## config.mk

```make
export PLATFORM = sky130hd
export DESIGN_NAME = neural_chip
export DESIGN_NICKNAME = d
export VERILOG_FILES = /design/src/source/systolic_pkg.sv /design/src/source/bf16_add.sv /design/src/source/bf16_mul.sv /design/src/source/matmul_controller.sv /design/src/source/neural_chip.sv /design/src/source/processing_element.sv /design/src/source/systolic_array.sv
export SDC_FILE = /design/constraint.sdc
export NUM_CORES = 1
export LEC_CHECK = 0
export BUFFER_PORTS_ARGS = -buffer_cell sky130_fd_sc_hd__buf_2
export CORE_MARGIN = 5
export CORE_UTILIZATION = 55
export CTS_CLUSTER_DIAMETER = 60
export DETAILED_ROUTE_END_ITERATION = 10
export HOLD_SLACK_MARGIN = 0.05
export MAX_ROUTING_LAYER = met4
export PLACE_DENSITY = 0.78
export SYNTH_ARGS = -nofsm -noshare
export SYNTH_HDL_FRONTEND = slang
export SYNTH_SLANG_ARGS = --single-unit
```

## constraint.sdc

```tcl
create_clock -name clk -period 23.8 [get_ports clk]
set_input_delay 4.76 -clock clk [delete_from_list [all_inputs] [get_ports clk]]
set_output_delay 4.76 -clock clk [all_outputs]
set_load 0.05 [all_outputs]
```

## src/source/systolic_pkg.sv

```systemverilog
`default_nettype none

package systolic_pkg;

    // Brain-float element layout
    localparam int DATA_W   = 16;
    localparam int EXP_W    = 8;
    localparam int M_W      = 7;
    localparam int MULT_W   = 2 * (M_W + 1);  // Hidden bit on both significands
    localparam int EXP_BIAS = 127;
    localparam int EXP_MAX  = 254;            // All ones is reserved for inf/NaN

    // Grid geometry, fixed at 2x2
    localparam int GRID_N       = 2;
    localparam int SKEW_LEN     = GRID_N + GRID_N - 1;
    localparam int DESKEW_LEN   = 2 * GRID_N - 1;
    localparam int RESULT_CYCLE = 2 * GRID_N + 1;  // Compute count when the taps hold C

    typedef struct packed {
        logic             sign;
        logic [EXP_W-1:0] exponent;
        logic [M_W-1:0]   mantissa;
    } bf16_t;

    // Indexed [row][col]
    typedef bf16_t [GRID_N-1:0][GRID_N-1:0] matrix_t;

    // Request payload, C = a * b
    typedef struct packed {
        matrix_t a;
        matrix_t b;
    } operands_t;

    typedef enum logic [1:0] {
        IDLE,
        LOAD,
        COMPUTE,
        RESPOND
    } ctrl_state_t;

endpackage

`default_nettype wire
```

## src/source/bf16_add.sv

```systemverilog
`timescale 1ns/1ps
`default_nettype none

module bf16_add (
    input  systolic_pkg::bf16_t a,
    input  systolic_pkg::bf16_t b,
    output systolic_pkg::bf16_t sum
);

    systolic_pkg::bf16_t            hi_op;        // Larger magnitude
    systolic_pkg::bf16_t            lo_op;
    logic [systolic_pkg::M_W:0]     sig_hi;
    logic [systolic_pkg::M_W:0]     sig_lo;
    logic [systolic_pkg::M_W:0]     sig_lo_al;    // Aligned to hi_op's exponent
    logic [systolic_pkg::EXP_W-1:0] exp_diff;
    logic [systolic_pkg::M_W+1:0]   sig_sum;      // MSB is the carry
    logic                           exc;
    logic                           opp_sign;
    logic                           lo_zero;

    // Order by magnitude, sign bit ignored
    assign {hi_op, lo_op} = (a[systolic_pkg::DATA_W-2:0] < b[systolic_pkg::DATA_W-2:0])
                          ? {b, a} : {a, b};

    // Zero exponent means zero, no hidden bit
    assign sig_hi = (hi_op.exponent == '0) ? '0 : {1'b1, hi_op.mantissa};
    assign sig_lo = (lo_op.exponent == '0) ? '0 : {1'b1, lo_op.mantissa};

    assign exp_diff  = hi_op.exponent - lo_op.exponent;
    assign sig_lo_al = sig_lo >> exp_diff;
    assign sig_sum   = {1'b0, sig_hi} + {1'b0, sig_lo_al};

    assign exc      = (&a.exponent) | (&b.exponent);  // inf or NaN on either side
    assign opp_sign = hi_op.sign ^ lo_op.sign;
    assign lo_zero  = lo_op.exponent == '0;

    always_comb begin
        sum.sign = hi_op.sign;
        if (exc) begin
            sum = '0;
        end else if (opp_sign && !lo_zero) begin
            // No subtractor, keep the larger term's scale only
            sum.exponent = hi_op.exponent;
            sum.mantissa = '0;
        end else if (sig_sum[systolic_pkg::M_W+1]) begin
            sum.exponent = hi_op.exponent + 1'b1;  // Carry renormalises
            sum.mantissa = sig_sum[systolic_pkg::M_W:1];
        end else begin
            sum.exponent = hi_op.exponent;
            sum.mantissa = sig_sum[systolic_pkg::M_W-1:0];
        end
    end

endmodule

`default_nettype wire

```

## src/source/bf16_mul.sv

```systemverilog
`timescale 1ns/1ps
`default_nettype none

module bf16_mul (
    input  systolic_pkg::bf16_t a,
    input  systolic_pkg::bf16_t b,
    output systolic_pkg::bf16_t product
);

    logic [systolic_pkg::MULT_W-1:0] sig_prod;    // 1.m x 1.m, range [1,4)
    logic                            norm_hi;     // Product is 2.0 or above
    logic [systolic_pkg::M_W-1:0]    man_norm;
    logic [systolic_pkg::EXP_W+1:0]  exp_sum;     // Two guard bits for the raw sum
    logic [systolic_pkg::EXP_W+1:0]  exp_biased;
    logic                            is_zero;
    logic                            ovf;
    logic                            unf;

    // Hidden bits restored before the multiply
    assign sig_prod = {1'b1, a.mantissa} * {1'b1, b.mantissa};
    assign norm_hi  = sig_prod[systolic_pkg::MULT_W-1];

    // Drop one or two leading bits, the rest is truncated
    assign man_norm = norm_hi ? sig_prod[systolic_pkg::MULT_W-2 -: systolic_pkg::M_W]
                              : sig_prod[systolic_pkg::MULT_W-3 -: systolic_pkg::M_W];

    // Raw exponent sum still carries two biases
    assign exp_sum = {2'b00, a.exponent} + {2'b00, b.exponent}
                   + (systolic_pkg::EXP_W+2)'(norm_hi);
    assign exp_biased = exp_sum - (systolic_pkg::EXP_W+2)'(systolic_pkg::EXP_BIAS);

    assign is_zero = (a.exponent == '0) || (b.exponent == '0);
    assign unf     = exp_sum <= systolic_pkg::EXP_BIAS;  // Biased result of 0 or below
    assign ovf     = exp_sum > (systolic_pkg::EXP_MAX + systolic_pkg::EXP_BIAS);

    always_comb begin
        product.sign = a.sign ^ b.sign;
        if (is_zero) begin
            product = '0;                          // Clean +0, no sign
        end else if (unf) begin
            product.exponent = '0;                 // Flush to signed zero
            product.mantissa = '0;
        end else if (ovf) begin
            product.exponent = '1;                 // Saturate to infinity
            product.mantissa = '0;
        end else begin
            product.exponent = exp_biased[systolic_pkg::EXP_W-1:0];
            product.mantissa = man_norm;
        end
    end

endmodule

`default_nettype wire

```

## src/source/matmul_controller.sv

```systemverilog
`timescale 1ns/1ps
`default_nettype none

module matmul_controller (
    input  logic clk,
    input  logic RESET,
    input  logic req,
    input  logic done,
    output logic load,
    output logic compute,
    output logic ack
);

    systolic_pkg::ctrl_state_t state_q;
    systolic_pkg::ctrl_state_t state_d;

    always_comb begin
        state_d = state_q;
        unique case (state_q)
            systolic_pkg::IDLE: begin
                if (req) state_d = systolic_pkg::LOAD;
            end
            systolic_pkg::LOAD: begin
                state_d = systolic_pkg::COMPUTE;      // Single load cycle
            end
            systolic_pkg::COMPUTE: begin
                if (done) state_d = systolic_pkg::RESPOND;
            end
            systolic_pkg::RESPOND: begin
                if (!req) state_d = systolic_pkg::IDLE;  // Host closed the handshake
            end
            default: begin
                state_d = systolic_pkg::IDLE;
            end
        endcase
    end

    always_ff @(posedge clk or negedge RESET) begin
        if (!RESET) begin
            state_q <= systolic_pkg::IDLE;
            ack     <= 1'b0;
        end else begin
            state_q <= state_d;
            ack     <= (state_d == systolic_pkg::RESPOND);  // Registered, tracks RESPOND
        end
    end

    // Array strobes decoded from state
    assign load    = (state_q == systolic_pkg::LOAD);
    assign compute = (state_q == systolic_pkg::COMPUTE);

endmodule

`default_nettype wire

```

## src/source/neural_chip.sv

```systemverilog
`timescale 1ns/1ps
`default_nettype none

module neural_chip (
    input  logic                    clk,
    input  logic                    RESET,
    input  logic                    req,
    input  systolic_pkg::operands_t operands,
    output logic                    ack,
    output systolic_pkg::matrix_t   result
);

    logic load;
    logic compute;
    logic done;

    // Four-phase req/ack sequencing
    matmul_controller u_ctrl (
        .clk     (clk),
        .RESET   (RESET),
        .req     (req),
        .done    (done),
        .load    (load),
        .compute (compute),
        .ack     (ack)
    );

    // Operands go straight in, captured on load
    systolic_array u_array (
        .clk      (clk),
        .RESET    (RESET),
        .load     (load),
        .compute  (compute),
        .operands (operands),
        .done     (done),
        .result   (result)
    );

endmodule

`default_nettype wire

```

## src/source/processing_element.sv

```systemverilog
`timescale 1ns/1ps
`default_nettype none

module processing_element (
    input  logic                clk,
    input  logic                RESET,
    input  logic                weight_en,
    input  logic                compute,
    input  systolic_pkg::bf16_t weight_in,
    input  systolic_pkg::bf16_t act_west,
    input  systolic_pkg::bf16_t psum_north,
    output systolic_pkg::bf16_t act_east,
    output systolic_pkg::bf16_t psum_south
);

    systolic_pkg::bf16_t weight_q;  // Stationary for a whole operation
    systolic_pkg::bf16_t prod;
    systolic_pkg::bf16_t acc;

    bf16_mul u_mul (.a(act_west),   .b(weight_q), .product(prod));
    bf16_add u_add (.a(psum_north), .b(prod),     .sum(acc));

    always_ff @(posedge clk) begin
        if (weight_en) weight_q <= weight_in;
    end

    // Activation goes east, accumulated sum goes south
    always_ff @(posedge clk or negedge RESET) begin
        if (!RESET) begin
            act_east   <= '0;
            psum_south <= '0;
        end else if (compute) begin
            act_east   <= act_west;
            psum_south <= acc;
        end
    end

endmodule

`default_nettype wire

```

## src/source/systolic_array.sv

```systemverilog
`timescale 1ns/1ps
`default_nettype none

module systolic_array (
    input  logic                    clk,
    input  logic                    RESET,
    input  logic                    load,
    input  logic                    compute,
    input  systolic_pkg::operands_t operands,
    output logic                    done,
    output systolic_pkg::matrix_t   result
);

    // West feed, one row per k index of the dot product
    systolic_pkg::bf16_t skew_q [systolic_pkg::GRID_N][systolic_pkg::SKEW_LEN];
    // Bottom-row sums, newest at index 0
    systolic_pkg::bf16_t deskew_q [systolic_pkg::DESKEW_LEN][systolic_pkg::GRID_N];

    systolic_pkg::bf16_t act_w  [systolic_pkg::GRID_N][systolic_pkg::GRID_N+1];
    systolic_pkg::bf16_t psum_w [systolic_pkg::GRID_N+1][systolic_pkg::GRID_N];

    logic [$clog2(systolic_pkg::RESULT_CYCLE+1)-1:0] cnt_q;  // Compute cycles since load
    logic capture;

    assign capture = compute && (cnt_q == systolic_pkg::RESULT_CYCLE);

    // Skew and deskew shift registers, result capture
    always_ff @(posedge clk) begin
        if (load) begin
            for (int k = 0; k < systolic_pkg::GRID_N; k++) begin
                for (int p = 0; p < systolic_pkg::SKEW_LEN; p++) begin
                    skew_q[k][p] <= '0;
                end
                // Column k of A, delayed by k slots
                for (int i = 0; i < systolic_pkg::GRID_N; i++) begin
                    skew_q[k][k+i] <= operands.a[i][k];
                end
            end
        end else if (compute) begin
            for (int k = 0; k < systolic_pkg::GRID_N; k++) begin
                for (int p = 0; p < systolic_pkg::SKEW_LEN - 1; p++) begin
                    skew_q[k][p] <= skew_q[k][p+1];  // March toward the grid
                end
                skew_q[k][systolic_pkg::SKEW_LEN-1] <= '0;
            end
            for (int c = 0; c < systolic_pkg::GRID_N; c++) begin
                deskew_q[0][c] <= psum_w[systolic_pkg::GRID_N][c];
                for (int d = 1; d < systolic_pkg::DESKEW_LEN; d++) begin
                    deskew_q[d][c] <= deskew_q[d-1][c];
                end
            end
            if (capture) begin
                // C[i][j] left the grid i+j cycles after C[0][0]
                for (int i = 0; i < systolic_pkg::GRID_N; i++) begin
                    for (int j = 0; j < systolic_pkg::GRID_N; j++) begin
                        result[i][j] <= deskew_q[systolic_pkg::DESKEW_LEN-1-i-j][j];
                    end
                end
            end
        end
    end

    // Cycle counter and done flag
    always_ff @(posedge clk or negedge RESET) begin
        if (!RESET) begin
            cnt_q <= '0;
            done  <= 1'b0;
        end else if (load) begin
            cnt_q <= '0;
            done  <= 1'b0;
        end else if (capture) begin
            cnt_q <= '0;
            done  <= 1'b1;                   // Held until the next load
        end else if (compute && !done) begin
            cnt_q <= cnt_q + 1'b1;
        end
    end

    for (genvar r = 0; r < systolic_pkg::GRID_N; r++) begin : g_row
        assign act_w[r][0] = skew_q[r][0];
        for (genvar c = 0; c < systolic_pkg::GRID_N; c++) begin : g_col
            if (r == 0) begin : g_top
                assign psum_w[0][c] = '0;    // Nothing above the top row
            end
            // Grid column c holds column c of B
            processing_element u_pe (
                .clk        (clk),
                .RESET      (RESET),
                .weight_en  (load),
                .compute    (compute),
                .weight_in  (operands.b[r][c]),
                .act_west   (act_w[r][c]),
                .psum_north (psum_w[r][c]),
                .act_east   (act_w[r][c+1]),
                .psum_south (psum_w[r+1][c])
            );
        end
    end

endmodule

`default_nettype wire

```

==> Yosys cells after proc, flatten, opt, wreduce, memory -nomap -nowiden <==
Memories as Yosys holds them, arrays and structs flattened. A register that Yosys moved wholly into a read port is not among the register bits.
Cells that the tools add are included.
{ "totals": {"output_inout_bits": 65, "inputBits": 131, "ramBits": 192, "memories": 2, "reg_bits": 215, "wordCells": 229} }
{ "op_classes": {"n_addsub": 25, "order_cmp": 12, "mul": 4, "n_bitwise": 21, "shift": 4, "reduce_logical": 41, "n_eq_ne": 5, "n_mux": 72} }
{ "memory_table": {"columns": ["memory", "depth", "width", "read_ports", "rd_clocked_by_memory_dff", "write_ports", "line", "rtl"], "rows": [
  ["u_array.deskew_q", 3, 32, 3, 1, 3, "systolic_array.sv:17", "systolic_pkg::bf16_t deskew_q [systolic_pkg::DESKEW_LEN][systolic_pkg::GRID_N];"],
  ["u_array.skew_q", 2, 48, 2, 0, 2, "systolic_array.sv:15", "systolic_pkg::bf16_t skew_q [systolic_pkg::GRID_N][systolic_pkg::SKEW_LEN];"]
]} }
{ "op_table": {"columns": ["operator", "count"], "rows": [
  ["15-bit two-way mux", 24],
  ["16-bit two-way mux", 10],
  ["8-bit zero test", 16],
  ["32-bit two-way mux", 4],
  ["8-bit by 8-bit adder with 9-bit output", 8],
  ["8-bit by 8-bit multiplier with 16-bit output", 4],
  ["8-bit two-way mux", 8],
  ["8-bit AND reduction", 6],
  ["9-bit by 1-bit adder with 10-bit output", 4],
  ["10-bit by 9-bit > comparator with 1-bit output, second input constant", 4],
  ["10-bit by 7-bit less-or-equal comparator with 1-bit output, second input constant", 4],
  ["8-bit by 1-bit adder with 8-bit output, second input constant", 4],
  ["8-bit by 8-bit right shift with 8-bit output", 4],
  ["8-bit by 7-bit subtractor with 8-bit output, second input constant", 4],
  ["8-bit subtractor", 4],
  ["1-bit by 15-bit less-than comparator with 1-bit output, first input constant", 2],
  ["15-bit less-than comparator", 2],
  ["7-bit two-way mux", 4],
  ["1-bit two-way mux", 15],
  ["1-bit OR", 12],
  ["3-bit two-way mux", 3],
  ["2-bit case mux with 4 select lines", 1],
  ["1-bit XOR", 8],
  ["2-bit equality test, second input constant", 3],
  ["other kinds (12)", 26]
]} }

==> Depth between registers and ports, before layout <==
An unclocked memory read counts as a cell.
{ "depth": {"word_depth": 16, "depth_mapped": 66} }

==> Cells and area by module <==
Synthesis repeated with hierarchy kept, for this count alone.
{ "hier_totals": {"hier_cells": 3361, "hier_area_um2": 34858.4} }
{ "by_module_without_submodules": {"columns": ["mod", "area_each_um2", "seq_area_each_um2", "cells_per_inst", "instances"], "rows": [
  ["systolic_array", 7652.3, 6666.4, 412, 1],
  ["processing_element", 1825.5, 1281.2, 84, 4],
  ["bf16_add at u_array.g_row[0].g_col[0].u_pe.u_add ...", 2114.5, 0.0, 293, 3],
  ["bf16_mul at u_array.g_row[0].g_col[0].u_pe.u_mul", 2906.5, 0.0, 361, 1],
  ["bf16_mul at u_array.g_row[1].g_col[0].u_pe.u_mul", 2820.2, 0.0, 349, 1],
  ["bf16_mul at u_array.g_row[1].g_col[1].u_pe.u_mul", 2808.9, 0.0, 342, 1],
  ["bf16_mul at u_array.g_row[0].g_col[1].u_pe.u_mul", 2796.4, 0.0, 354, 1],
  ["bf16_add at u_array.g_row[1].g_col[0].u_pe.u_add", 2090.8, 0.0, 316, 1],
  ["matmul_controller", 137.6, 75.1, 12, 1]
]} }

==> Least setup slack after synthesis <==
No wires, ideal clock.
{ "synth_path": {"path_kind": "reg-to-reg", "from": "register u_array.g_row[1].g_col[1].u_pe.weight_q[4] (netlist name)", "to": "register u_array.g_row[1].g_col[1].u_pe.psum_south[12] (netlist name)", "path_slack_ns": 10.399, "setup_time_ns": 0.157, "required_ns": 23.643, "arrival_time_ns": 13.244, "stages_incl_launch_ff": 62, "cell_sequence": "edfxtp_1 > and2_1 > fa_1 > fa_1 > fa_1 > inv_1 > fa_1 > inv_1 > ha_1 > a21oi_1 > o211ai_1 > a221oi_2 > o21ai_0 > xor2_1 > clkinv_1 > clkbuf_1 > fa_1 > fa_1 > [... 26 more ...] > a2111oi_2 > ha_1 > inv_1 > fa_1 > inv_1 > a21oi_1 > o21bai_1 > a21o_1 > a21o_1 > and2_1 > o21ai_0 > nand2b_1 > clkbuf_1 > o21ai_0 > or4_1 > nand2b_1 > xnor2_1 > o22ai_1"} }
{ "synth_between": {"elab_chain_len": 15, "word_cells_on_any_way": 27, "cone_classes": "add/sub: 5; mul: 1; order compare: 3; shift: 1; mux: 10; bitwise: 2; reduce/logical: 5"} }
{ "synth_lines": {"columns": ["item", "line", "rtl"], "rows": [
  ["start, declared", "processing_element.sv:16", "systolic_pkg::bf16_t weight_q;"],
  ["start signal, assigned", "processing_element.sv:24", "if (weight_en) weight_q <= weight_in;"],
  ["8-bit by 8-bit multiplier with 16-bit output *", "bf16_mul.sv:20", "assign sig_prod = {1'b1, a.mantissa} * {1'b1, b.mantissa};"],
  ["9-bit by 1-bit adder with 10-bit output", "bf16_mul.sv:29", "+ (systolic_pkg::EXP_W+2)'(norm_hi);"],
  ["8-bit by 7-bit subtractor with 8-bit output or 10-bit by 9-bit > comparator with 1-bit output (tied branches)", "bf16_mul.sv:30, bf16_mul.sv:34", null],
  ["15-bit two-way mux", "bf16_mul.sv:43", "end else if (ovf) begin"],
  ["15-bit two-way mux *", "bf16_mul.sv:40", "end else if (unf) begin"],
  ["15-bit two-way mux *", "bf16_mul.sv:38", "if (is_zero) begin"],
  ["branches (longest 8 deep; another with 15-bit less-than comparator)", null, null],
  ["15-bit two-way mux *", "bf16_add.sv:39", "if (exc) begin"],
  ["end signal, assigned", "processing_element.sv:31", "psum_south <= '0;"],
  ["end signal, assigned", "processing_element.sv:34", "psum_south <= acc;"],
  ["end, declared", "processing_element.sv:13", "output systolic_pkg::bf16_t psum_south"]
]} }
Mark *: on every way between the ends.
A chain may end at the register's enable or synchronous reset.

==> Final worst setup path <==
{ "layout_path": {"from": "register u_array.g_row[1].g_col[1].u_pe.weight_q[6] (netlist name)", "to": "register u_array.g_row[1].g_col[1].u_pe.psum_south[12] (netlist name)"} }
The elaborated chain is that of the path after synthesis.

==> impl_metrics.yaml <==
sta:
  slew_viol_final: 0
  tns_ps: 0
  finalSetupViolCount: 0
  postLayoutSetupSlackWorst_ps: 8070
  fin_crit_ps: 15730
  finalCritPeriodShare_pct: 66.1
  skew_ps: 17.6
  grt_setup_unrepaired: "false"
  hold_viol_final: 0
  clock.fmax_mhz: 63.6
  tightest_slew_ps: 1180
  max_slew_margin_pct: 20.9
  holdWs_ps: 415
routing:
  drc: 0
  firstDrtPassIters: 7
  drtIter0Drc: 1530
  num_vias: 21300
  viasPerCell: 5.59
  totalWireLength_mm: 64.9
  avgRoutedWirePerCell_um: 17.0
  ant_nets: 0
clocking:
  cts_resized: 0
  holdBufCountCts: 0
  h-tree-depth: 2
  cts-buffers-inserted: 44
  clkSlewWorstSetupHoldPaths_ps: 60
  cts_root_buffer: "clkbuf_16"
  cts_setup_buffers: 0
  clockBufferDepth: 3
  clock_sinks: 391
  cts_tree: "built"
  clk_latency_ps: 570
synthesis:
  netlist-cell-type-count: 102
  avgSynthCellArea_um2: 10.2
  synth_seq_cells: 391
  syn-cell-area_um2: 29300
  async_reset_ff_share_pct: 26.3
  yosysSeqAreaShare_pct: 37.7
  synth_area_leaders: "edfxtp_1 28%, ha_1 11%, fa_1 10%"
  netlist.area_leader.share_pct: 27.9
  synth_edf_count: 272
  yosysWarnings: 0
  synthFlopType: "edfxtp_1"
  synth_largest_area_cell: "edfxtp_1"
  synthCells: 2884
cells_and_area:
  syn2layout_area_growth_pct: 11.3
  layout_commonest_cell: "inv_1"
  final_core_util_pct: 62.0
  drive_gt1_share_pct: 12.0
  fillers: 4204
  layout_common_cells: "388 x inv_1, 272 x edfxtp_1, 246 x ha_1, 194 x buf_2, 192 x nor2_1"
  nNetsFinal: 3619
floorplanning:
  start_util_pct: 55.7
  rows: 84
  die-area_um2: 58000
  die_x_um: 241
  ios: 196
  coreArea_um2: 52700
  die_y_um: 241
run:
  maxCapViolations: 0
critical_path:
  critical_path.startpoint_type: "register"
  cp_max_fo: 16
  crit_top_cell: "inv_1"
  crit_arrival_ps: 16120
  max_stage_delay_ps: 580
  crit_type: "reg -> reg"
  required_ps: 24190
  end_kind: "register"
  slowest_stage: "fa_1"
status:
  status: "finished clean"
grt:
  overflow: 0
  antenna_found_initial: 7
  grt_pass1_vias: 21800
  grt_max_degree: 88
  grt_use_total_pct: 23.3
  grt_pass1_wl_mm: 108
hold_path:
  hp-class: "reg -> reg"
place:
  numPortBuffers: 195
  place_ws_ps: 8190
  dp_hpwl_mm: 50.8
  gp_congestion: 0.977
## per-stage QoR
step | std cells | cell area, um^2
after floorplan | 2900 | 29400
after global placement | 3729 | 31100
after detailed placement | 3729 | 31100
after CTS | 3810 | 32600
after global routing | 3817 | 32600
final | 3817 | 32600
## Yosys cell counts (7+ instances only)
cell and instances:
a21oi_1 135, xnor2_1 67, nor4_1 27, buf_1 10
a22o_1 16, nor2b_1 25, a31oi_1 9, or2_2 15
a21o_1 40, mux2_2 50, fa_1 152, nand2b_1 25
o31ai_1 8, clkbuf_1 50, nand3_1 36, dfxtp_1 16
inv_1 388, o22ai_1 64, or3_1 19, xor2_1 46
nand4_1 22, ha_1 249, or4_1 11, nor3_1 42
o21a_1 31, dfrtp_1 103, o21bai_1 12, nand2_1 184
o2111ai_1 8, o21ai_0 117, nor2_1 193, and2_1 175
mux2i_1 65, nor3b_1 8, o31a_1 7, and3_1 18
o211a_1 9, o211ai_1 13, a211oi_1 16, edfxtp_1 272
a21boi_0 13
## registers in the layout, indices dropped and copies added, names as in the netlist
signal / flops
u_array.deskew_q: 80
u_array.cnt_q: 3
u_array.g_row.g_col.u_pe.psum_south: 64
u_array.done: 1
u_array.g_row.g_col.u_pe.weight_q: 64
u_ctrl.state_q: 2
u_ctrl.ack: 1
u_array.g_row.g_col.u_pe.act_east: 32
u_array.skew_q: 80
u_array.result: 64
## critical path: cells and delay by family (launching register included)
family | cells | cell delay [ps]
compound gates | 24 | 5110
xor+xnor | 3 | 800
fa+ha+maj | 10 | 4610
buf+inv | 10 | 1370
flops | 1 | 540
mux | 2 | 800
simple gates | 9 | 2300
## metal layers
metal  global-route usage, %  up-vias  part of all wire [%]
li1                        -    10500                     -
met1                    30.9    10300                    45
met2                    38.0      538                    47
met3                    3.76       73                   6.0
met4                    5.66        0                   2.0
met5                       -        -                     0
## final timing paths
kind	from	end	slack [ps]	depth (start not counted)
worst max-delay path	u_array.g_row[1].g_col[1].u_pe.weight_q[6]	u_array.g_row[1].g_col[1].u_pe.psum_south[12]	8070	58
worst min-delay path	u_array.deskew_q[1][12]	u_array.result[28]	410	0
worst max register to register	u_array.g_row[1].g_col[1].u_pe.weight_q[6]	u_array.g_row[1].g_col[1].u_pe.psum_south[12]	8070	58
worst min register to register	u_array.deskew_q[1][12]	u_array.result[28]	410	0
max in group asynchronous	RESET	u_ctrl.ack	18280	2
min in group asynchronous	RESET	u_array.g_row[0].g_col[0].u_pe.act_east[0]	4220	1
## cell families (layout without fill, tap and decap cells)
group,count (synthesis),in the layout,share of synthesized area [%]
xor+xnor,113,113,3.38
compound gates,568,568,12.8
other cells,2,25,0.0256
fa+ha+maj,401,401,21.0
flops,391,391,37.7
mux,119,119,4.42
simple gates,833,833,14.7
buf+inv,457,679,5.96
## layout make-up
type / instances / area, um^2 / area share, %
Sequential cell: 391 / 11100 / 33.9
Clock buffer: 57 / 1280 / 3.91
Tap cell: 688 / 861 / 2.64
Inverter: 389 / 1460 / 4.47
Multi-Input combinational cell: 2052 / 16600 / 50.9
Clock inverter: 24 / 258 / 0.790
Timing Repair Buffer: 209 / 1080 / 3.32
Antenna cell: 7 / 17.5 / 0.0537
Power is left out: the tool's default activity adds up to more than one toggle a clock period on the data nets, which glitch-free logic cannot reach.
